`src/verilog/int_div_config.svh`:
```
// --------------------
// Integer divide unit configuration
// --------------------
`ifndef INT_DIV_CONFIG_SVH
`define INT_DIV_CONFIG_SVH

// Operand and result width
`define INT_DIV_XLEN 64

// Quotient bits produced per clock, two radix-16 stages
`define INT_DIV_STEP_BITS 8

// Edges from the accepting edge to o_valid, both counted
`define INT_DIV_LATENCY 10

`endif
```
`src/verilog/int_div_pkg.sv`:
```
// --------------------
// Integer divide unit types
// --------------------
`include "int_div_config.svh"

package int_div_pkg;

    typedef logic [`INT_DIV_XLEN-1:0] xlen_t;     // Operand and result word

    // Operation as seen by the core
    typedef struct packed {
        logic is_unsigned;                          // DIVU/REMU forms
        logic rv32;                                 // Word forms, low 32 bits only
        logic residual;                             // Remainder instead of quotient
    } div_cmd_t;

    // Decoded operation handed to the iterator
    typedef struct packed {
        div_cmd_t cmd;
        xlen_t    dividend;                         // Magnitude
        xlen_t    divisor;                          // Magnitude
        logic     invert;                           // Negate the selected result
        logic     div_on_zero;
        logic     overflow;                         // Most negative by -1
    } div_req_t;

    // Unsigned result of the iterator
    typedef struct packed {
        xlen_t quotient;
        xlen_t remainder;
    } div_raw_t;

    // Decode flags needed by the result stage
    typedef struct packed {
        div_cmd_t cmd;
        logic     invert;
        logic     div_on_zero;
        logic     overflow;
    } div_flags_t;

    typedef enum logic {
        ITER_IDLE,
        ITER_RUN
    } iter_state_t;

endpackage

```
`src/verilog/int_div_unit.sv`:
```
// --------------------
// Integer divide unit, RV64 DIV/REM and word forms
// --------------------
`timescale 1ns/1ns
`include "int_div_config.svh"

module int_div_unit import int_div_pkg::*; (
    input  logic     i_clk,
    input  logic     i_nrst,
    input  logic     i_ena,                         // One-cycle operation strobe
    input  div_cmd_t i_cmd,
    input  xlen_t    i_a1,
    input  xlen_t    i_a2,
    output xlen_t    o_res,
    output logic     o_valid,                       // One-cycle result strobe
    output logic     o_busy
);

    div_req_t   req;
    logic       req_valid;
    div_raw_t   raw;
    logic       raw_valid;
    div_flags_t flags;

    div_operand_decode u_decode (
        .i_clk       (i_clk),
        .i_nrst      (i_nrst),
        .i_ena       (i_ena),
        .i_cmd       (i_cmd),
        .i_a1        (i_a1),
        .i_a2        (i_a2),
        .i_done      (o_valid),
        .o_req       (req),
        .o_req_valid (req_valid),
        .o_busy      (o_busy)
    );

    div_iterate u_iterate (
        .i_clk       (i_clk),
        .i_nrst      (i_nrst),
        .i_req       (req),
        .i_req_valid (req_valid),
        .o_raw       (raw),
        .o_raw_valid (raw_valid)
    );

    // Flags stay valid in the decode register for the whole operation
    assign flags = '{cmd:         req.cmd,
                     invert:      req.invert,
                     div_on_zero: req.div_on_zero,
                     overflow:    req.overflow};

    div_result_fix u_result (
        .i_clk       (i_clk),
        .i_nrst      (i_nrst),
        .i_flags     (flags),
        .i_raw       (raw),
        .i_raw_valid (raw_valid),
        .o_res       (o_res),
        .o_valid     (o_valid)
    );

endmodule

```
`src/verilog/div_result_fix.sv`:
```
// --------------------
// Divide result fix-up
// Sign, special cases and word sign-extension, registered out
// --------------------
`timescale 1ns/1ns
`include "int_div_config.svh"

module div_result_fix import int_div_pkg::*; (
    input  logic       i_clk,
    input  logic       i_nrst,
    input  div_flags_t i_flags,
    input  div_raw_t   i_raw,
    input  logic       i_raw_valid,
    output xlen_t      o_res,
    output logic       o_valid
);

    localparam int XLEN = `INT_DIV_XLEN;
    localparam int HALF = XLEN / 2;

    // Most negative value, full width and sign-extended word
    localparam xlen_t MIN_XLEN = {1'b1, {(XLEN-1){1'b0}}};
    localparam xlen_t MIN_WORD = {{(HALF+1){1'b1}}, {(HALF-1){1'b0}}};

    xlen_t quot;
    xlen_t rem;
    xlen_t res_d;

    always_comb begin
        quot = i_flags.invert ? (~i_raw.quotient + 1'b1) : i_raw.quotient;
        rem = i_flags.invert ? (~i_raw.remainder + 1'b1) : i_raw.remainder;

        if (i_flags.cmd.rv32) begin                 // W forms sign-extend bit 31
            quot = {{HALF{quot[HALF-1]}}, quot[HALF-1:0]};
            rem = {{HALF{rem[HALF-1]}}, rem[HALF-1:0]};
        end

        if (i_flags.cmd.residual) begin
            res_d = i_flags.overflow ? '0 : rem;    // Divide by zero keeps dividend
        end else if (i_flags.div_on_zero) begin
            res_d = '1;
        end else if (i_flags.overflow) begin
            res_d = i_flags.cmd.rv32 ? MIN_WORD : MIN_XLEN;
        end else begin
            res_d = quot;
        end
    end

    always_ff @(posedge i_clk or negedge i_nrst) begin
        if (!i_nrst) begin
            o_res <= '0;
            o_valid <= 1'b0;
        end else begin
            o_valid <= i_raw_valid;
            if (i_raw_valid) begin
                o_res <= res_d;                     // Held until next result
            end
        end
    end

    a_single_valid: assert property (@(posedge i_clk) disable iff (!i_nrst)
        o_valid |=> !o_valid)
        else $error("o_valid high for more than one cycle");

endmodule

```
`src/verilog/div_iterate.sv`:
```
// --------------------
// Iterative divider core
// Two chained radix-16 stages, 8 quotient bits per clock
// --------------------
`timescale 1ns/1ns
`include "int_div_config.svh"

module div_iterate import int_div_pkg::*; (
    input  logic     i_clk,
    input  logic     i_nrst,
    input  div_req_t i_req,
    input  logic     i_req_valid,                   // Start strobe
    output div_raw_t o_raw,
    output logic     o_raw_valid
);

    localparam int XLEN = `INT_DIV_XLEN;
    localparam int SB = `INT_DIV_STEP_BITS;
    localparam int STEPS = XLEN / SB;
    localparam int CNT_W = $clog2(STEPS);
    localparam int DIVR_W = 2 * XLEN - SB;          // Divisor starts at bit XLEN-SB

    iter_state_t       state_q;
    logic [CNT_W-1:0]  cnt_q;
    logic              start;
    logic              step;
    xlen_t             rem_q;
    xlen_t             rem_src;
    xlen_t             quot_q;
    logic [DIVR_W-1:0] divr_q;
    logic [DIVR_W-1:0] divr_src;
    logic [XLEN+3:0]   win_hi;
    logic [XLEN+3:0]   win_lo;
    xlen_t             resid_hi;
    xlen_t             resid_lo;
    logic [3:0]        bits_hi;
    logic [3:0]        bits_lo;

    assign start = (state_q == ITER_IDLE) && i_req_valid;
    assign step = start || (state_q == ITER_RUN);

    // First step works straight from the request
    assign rem_src = start ? i_req.dividend : rem_q;
    assign divr_src = start ? {i_req.divisor, {(XLEN-SB){1'b0}}} : divr_q;

    // Any bit above the window means the shifted divisor exceeds the remainder
    assign win_hi = (|divr_src[DIVR_W-1:XLEN]) ? '1 : {divr_src[XLEN-1:0], 4'b0};
    assign win_lo = (|divr_src[DIVR_W-1:XLEN+4]) ? '1 : divr_src[XLEN+3:0];

    div_stage stage_hi (
        .i_dividend (rem_src),
        .i_divisor  (win_hi),
        .o_resid    (resid_hi),
        .o_bits     (bits_hi)
    );

    div_stage stage_lo (
        .i_dividend (resid_hi),
        .i_divisor  (win_lo),
        .o_resid    (resid_lo),
        .o_bits     (bits_lo)
    );

    always_ff @(posedge i_clk or negedge i_nrst) begin
        if (!i_nrst) begin
            state_q <= ITER_IDLE;
            cnt_q <= '0;
            o_raw_valid <= 1'b0;
        end else begin
            o_raw_valid <= 1'b0;
            if (start) begin
                state_q <= ITER_RUN;
                cnt_q <= CNT_W'(1);
            end else if (state_q == ITER_RUN) begin
                if (cnt_q == CNT_W'(STEPS-1)) begin   // Last step
                    state_q <= ITER_IDLE;
                    cnt_q <= '0;
                    o_raw_valid <= 1'b1;
                end else begin
                    cnt_q <= cnt_q + 1'b1;
                end
            end
        end
    end

    always_ff @(posedge i_clk) begin
        if (step) begin
            rem_q <= resid_lo;
            divr_q <= divr_src >> SB;
            quot_q <= {quot_q[XLEN-SB-1:0], bits_hi, bits_lo};
        end
    end

    assign o_raw = '{quotient: quot_q, remainder: rem_q};

    a_no_start_while_running: assert property (@(posedge i_clk) disable iff (!i_nrst)
        (state_q == ITER_RUN) |-> !i_req_valid)
        else $error("divide start while iterator running");

endmodule

```
`src/verilog/div_operand_decode.sv`:
```
// --------------------
// Divide operand decode
// Magnitudes, sign and special-case flags, busy tracking
// --------------------
`timescale 1ns/1ns
`include "int_div_config.svh"

module div_operand_decode import int_div_pkg::*; (
    input  logic     i_clk,
    input  logic     i_nrst,
    input  logic     i_ena,                         // Operation strobe
    input  div_cmd_t i_cmd,
    input  xlen_t    i_a1,                          // Dividend
    input  xlen_t    i_a2,                          // Divisor
    input  logic     i_done,                        // Result strobe from result stage
    output div_req_t o_req,
    output logic     o_req_valid,
    output logic     o_busy
);

    localparam int XLEN = `INT_DIV_XLEN;
    localparam int HALF = XLEN / 2;

    logic            busy_q;
    logic            accept;
    logic            a1_neg;
    logic            a2_neg;
    logic [HALF-1:0] a1_lo_mag;
    logic [HALF-1:0] a2_lo_mag;
    xlen_t           a1_mag;
    xlen_t           a2_mag;
    logic            a2_zero;
    logic            a1_min;
    logic            a2_ones;
    div_req_t        req_d;

    // Busy drops in the result cycle so a new strobe there is taken
    assign o_busy = busy_q & ~i_done;
    assign accept = i_ena & ~o_busy;

    always_comb begin
        if (i_cmd.rv32) begin
            a1_neg = ~i_cmd.is_unsigned & i_a1[HALF-1];
            a2_neg = ~i_cmd.is_unsigned & i_a2[HALF-1];
            a1_lo_mag = a1_neg ? (~i_a1[HALF-1:0] + 1'b1) : i_a1[HALF-1:0];
            a2_lo_mag = a2_neg ? (~i_a2[HALF-1:0] + 1'b1) : i_a2[HALF-1:0];
            a1_mag = {{HALF{1'b0}}, a1_lo_mag};
            a2_mag = {{HALF{1'b0}}, a2_lo_mag};
            a2_zero = ~|i_a2[HALF-1:0];
            a1_min = (a1_lo_mag == {1'b1, {(HALF-1){1'b0}}});
            a2_ones = &i_a2[HALF-1:0];
        end else begin
            a1_neg = ~i_cmd.is_unsigned & i_a1[XLEN-1];
            a2_neg = ~i_cmd.is_unsigned & i_a2[XLEN-1];
            a1_lo_mag = '0;
            a2_lo_mag = '0;
            a1_mag = a1_neg ? (~i_a1 + 1'b1) : i_a1;
            a2_mag = a2_neg ? (~i_a2 + 1'b1) : i_a2;
            a2_zero = ~|i_a2;
            a1_min = (a1_mag == {1'b1, {(XLEN-1){1'b0}}});
            a2_ones = &i_a2;
        end

        req_d.cmd = i_cmd;
        req_d.dividend = a1_mag;
        req_d.divisor = a2_mag;
        // Remainder takes the dividend sign, quotient the sign product
        req_d.invert = i_cmd.residual ? a1_neg : (a1_neg ^ a2_neg);
        req_d.div_on_zero = a2_zero;
        req_d.overflow = ~i_cmd.is_unsigned & a1_min & a2_ones;
    end

    always_ff @(posedge i_clk or negedge i_nrst) begin
        if (!i_nrst) begin
            busy_q <= 1'b0;
            o_req_valid <= 1'b0;
        end else begin
            o_req_valid <= accept;
            if (accept) begin
                busy_q <= 1'b1;
            end else if (i_done) begin
                busy_q <= 1'b0;
            end
        end
    end

    // Held until the next accept so the result stage can read the flags here
    always_ff @(posedge i_clk) begin
        if (accept) begin
            o_req <= req_d;
        end
    end

    // A request always comes with busy raised, never with a result strobe
    a_busy_with_request: assert property (@(posedge i_clk) disable iff (!i_nrst)
        o_req_valid |-> o_busy)
        else $error("divide request issued without busy raised");

    a_fixed_latency: assert property (@(posedge i_clk) disable iff (!i_nrst)
        o_req_valid |-> ##(`INT_DIV_LATENCY-1) i_done)
        else $error("divide result did not arrive at the fixed latency");

endmodule

```
`src/verilog/div_stage.sv`:
```
// --------------------
// Radix-16 divide stage
// Four restoring compare-subtract steps, 4 quotient bits out
// --------------------
`timescale 1ns/1ns
`include "int_div_config.svh"

module div_stage import int_div_pkg::*; (
    input  xlen_t                   i_dividend,     // Partial remainder in
    input  logic [`INT_DIV_XLEN+3:0] i_divisor,     // Window, saturated by caller
    output xlen_t                   o_resid,        // Partial remainder out
    output logic [3:0]              o_bits          // Quotient bits, MSB first
);

    localparam int XLEN = `INT_DIV_XLEN;
    // Room for the window shifted by up to 3
    localparam int CMP_W = XLEN + 7;

    always_comb begin : steps
        logic [CMP_W-1:0] rem;
        logic [CMP_W-1:0] sub;

        rem = CMP_W'(i_dividend);
        o_bits = '0;

        // Highest shift first, as in long division
        for (int j = 3; j >= 0; j--) begin
            sub = CMP_W'(i_divisor) << j;
            if (rem >= sub) begin
                rem = rem - sub;
                o_bits[j] = 1'b1;
            end
        end

        // Upper bits are zero once a subtraction has been restored
        o_resid = rem[XLEN-1:0];
    end

endmodule

```
`config.mk`:
```
export PLATFORM = sky130hd
export DESIGN_NAME = int_div_unit
export DESIGN_NICKNAME = d
export VERILOG_FILES = /design/src/verilog/int_div_pkg.sv /design/src/verilog/int_div_unit.sv /design/src/verilog/div_result_fix.sv /design/src/verilog/div_iterate.sv /design/src/verilog/div_operand_decode.sv /design/src/verilog/div_stage.sv
export VERILOG_INCLUDE_DIRS = /design/src /design/src/verilog
export SDC_FILE = /design/constraint.sdc
export NUM_CORES = 2
export LEC_CHECK = 0
export ABC_AREA = 0
export BUFFER_PORTS_ARGS = -buffer_cell sky130_fd_sc_hd__buf_2
export CORE_ASPECT_RATIO = 0.6
export CORE_MARGIN = 2
export CORE_UTILIZATION = 37
export DETAILED_ROUTE_END_ITERATION = 10
export SYNTH_ARGS = -nofsm -noshare
export SYNTH_HDL_FRONTEND = slang
export SYNTH_HIERARCHICAL = 1
export SYNTH_SLANG_ARGS = --single-unit
```
`constraint.sdc`:
```
create_clock -name i_clk -period 46.4 [get_ports i_clk]
set_clock_uncertainty 0.2 [all_clocks]
set_input_delay 2.32 -clock i_clk [delete_from_list [all_inputs] [get_ports i_clk]]
set_output_delay 2.32 -clock i_clk [all_outputs]
set_load 0.05 [all_outputs]
```
==> results_dict.tcl <==
set metrics [dict create \
    post-cts-setup-buffers 0 \
    use_met2_pct 38.4 \
    cp-end-kind "register" \
    clock-root-buffer "clkbuf_16" \
    fin_tns_setup_ns 0 \
    startpoint_type "register" \
    path_class "register to register" \
    pin_count 200 \
    wl_um 293000 \
    powerDensity_mw_per_mm2 13.5 \
    ant_nets 0 \
    yosys_warnings 6 \
    vias 66100 \
    coreArea_mm2 0.167 \
    gr-max-usage-layer "met1" \
    arrival_ns 38.46 \
    setup_viol 0 \
    fp.dieArea_mm2 0.172 \
    max_freq_mhz 26.1 \
    violations "max-capacitance violations, max-slew violations" \
    gr-usage-met1_pct 49.5 \
    postSynthCellCount 7993 \
    clk_latency_ns 0.68 \
    rows 116 \
    clkTransAtPathRegs_ns 0.07 \
    hp-class "register to register" \
    vias_per_cell 6.48 \
    grt_start_max_net_pins 127 \
    leakagePower_nw 30.5 \
    ir_drop_v 0.0000282 \
    cts_sinks 445 \
    grt-ovfl-total 0 \
    cts_hold_buf 0 \
    run_status "complete, but fails checks" \
    fin_crit_sh_pct 82.4 \
    grtUsageMet3_pct 15.8 \
    cts_tree "done" \
    slowest_delay_ns 0.76 \
    worstPathRequired_ns 46.62 \
    drcViolationCount 0 \
    nets 8587 \
    syn_area_mm2 0.0624 \
    synth_area_per_cell_um2 7.81 \
    cts-buffers-inserted 47 \
    place_area_mm2 0.0649 \
    worst_pin_slew_ns 1.50 \
    crit_fanout 67 \
    rsz0062_at_grt "no" \
    crit_top_cell "buf_4" \
    drt_pass1_iterations 7 \
    finalHoldViolCount 0 \
    drt_iter0_drc 11400 \
    area_growth_pct 6.58 \
    avgRoutedWirePerCell_um 28.7 \
    period_minus_slack_ns 38.24 \
    die_w_um 534 \
    cts_buffer_depth 3 \
    track_usage_pct 32.3 \
    maxCapViolCount 1 \
    antenna_found_initial 37 \
    numPortBuffers 199 \
    synth_fp_nets 8672 \
    grt_pass1_vias 57800 \
    maxSlewViolCount 1 \
    die_y_um 322 \
    final_cell_area_mm2 0.0666 \
    initial_utilization_pct 37.3 \
    gp_congestion 1.17 \
    crit_path_top_delay_cell "nor4_1" \
    cts-resized-gates 0 \
    grt_pass1_wl_um 411000 \
    drive_gt1_share_pct 9.79 \
    relSlewSlack_pct -1.03 \
    htreeDepth 2 \
    detailed_place_hpwl_um 243000 \
]
metrics by stage:
stage	hold WS [ns]	setup WS, ns	power (mW)	cells	util [%]
floorplan	0.152	20.56	0.461	7993	-
global placement	0.261	9.46	0.483	10100	38.8
detailed placement	0.266	9.07	0.483	10100	38.8
CTS	0.281	8.97	0.897	10200	39.8
global route	0.288	6.39	0.916	10200	39.8
finish	0.279	8.16	0.896	10200	39.8
flip-flops by register name (all words and copies together), names as in the netlist:
register / count
u_decode/busy_q: 1
u_decode/o_req: 133
u_decode/o_req_valid: 1
u_iterate/cnt_q: 3
u_iterate/divr_q: 112
u_iterate/o_raw_valid: 1
u_iterate/quot_q: 64
u_iterate/rem_q: 64
u_iterate/state_q: 1
u_result/o_res: 64
u_result/o_valid: 1
worst max-delay path, delay by kind of cell, from the launching register on:
kind,cells,cell delay [ns]
adders and majority gates,8,3.28
AOI/OAI and AO/OA,46,12.41
and+or+nand+nor,29,9.07
DFF,1,0.49
buffers and inverters,16,8.51
muxes,8,3.50
layout by cell type (no fill, tap or decap), types with 49 or more instances in the layout:
cell         n
buf_2      198
buf_4       54
inv_1      407
o21bai_1    96
and2_1      49
nand2_1   1083
or3_1       71
nor4_1      97
a21o_1     289
mux2_2     214
a31oi_1    120
and3_1      58
xor2_1     277
nor2b_1     50
ha_1       537
nand3_1    205
edfxtp_1   373
mux2_4     104
nor3_1     156
nand4_1    174
nand2b_1    65
xnor2_1    431
o31ai_1     91
a211oi_1    64
a21oi_1    692
nor2_1     549
o21ai_0    453
dfrtp_1     71
o21a_1      99
power by group:
group	internal, mW	leakage [nW]	switching [mW]
logic	0.0157	26.3	0.0291
registers	0.431	3.47	0
clock network	0.229	0.799	0.191
total	0.675	30.5	0.220
metal layers:
| layer | vias up | part of all wire (%) |
|---|---|---|
| met5 | - | 0.14 |
| met1 | 32000 | 46 |
| met4 | 20 | 2.2 |
| met2 | 4474 | 34 |
| li1 | 29300 | - |
| met3 | 338 | 17 |
layout make-up:
class | count | area, um^2
Multi-Input combinational cell | 6750 | 46100
Clock inverter | 31 | 395
Clock buffer | 54 | 1230
Antenna cell | 18 | 45.0
Tap cell | 2242 | 2810
Inverter | 412 | 1550
Fill cell | 17400 | 101000
Sequential cell | 445 | 13000
Timing Repair Buffer | 252 | 1400
worst paths after layout:
path                       cells past startpoint  slack (ns)               from               endpoint
min reg2reg                                    1        0.28  u_result/o_res[1]      u_result/o_res[1]
min in group asynchronous                      1        1.60             i_nrst      u_result/o_res[5]
max                                          107        8.16  u_iterate/state_q    u_iterate/rem_q[48]
min                                            1        0.28  u_result/o_res[1]      u_result/o_res[1]
max in group asynchronous                      1       43.73             i_nrst  u_iterate/o_raw_valid
max reg2reg                                  107        8.16  u_iterate/state_q    u_iterate/rem_q[48]
Power figures use the tool's default switching activity.
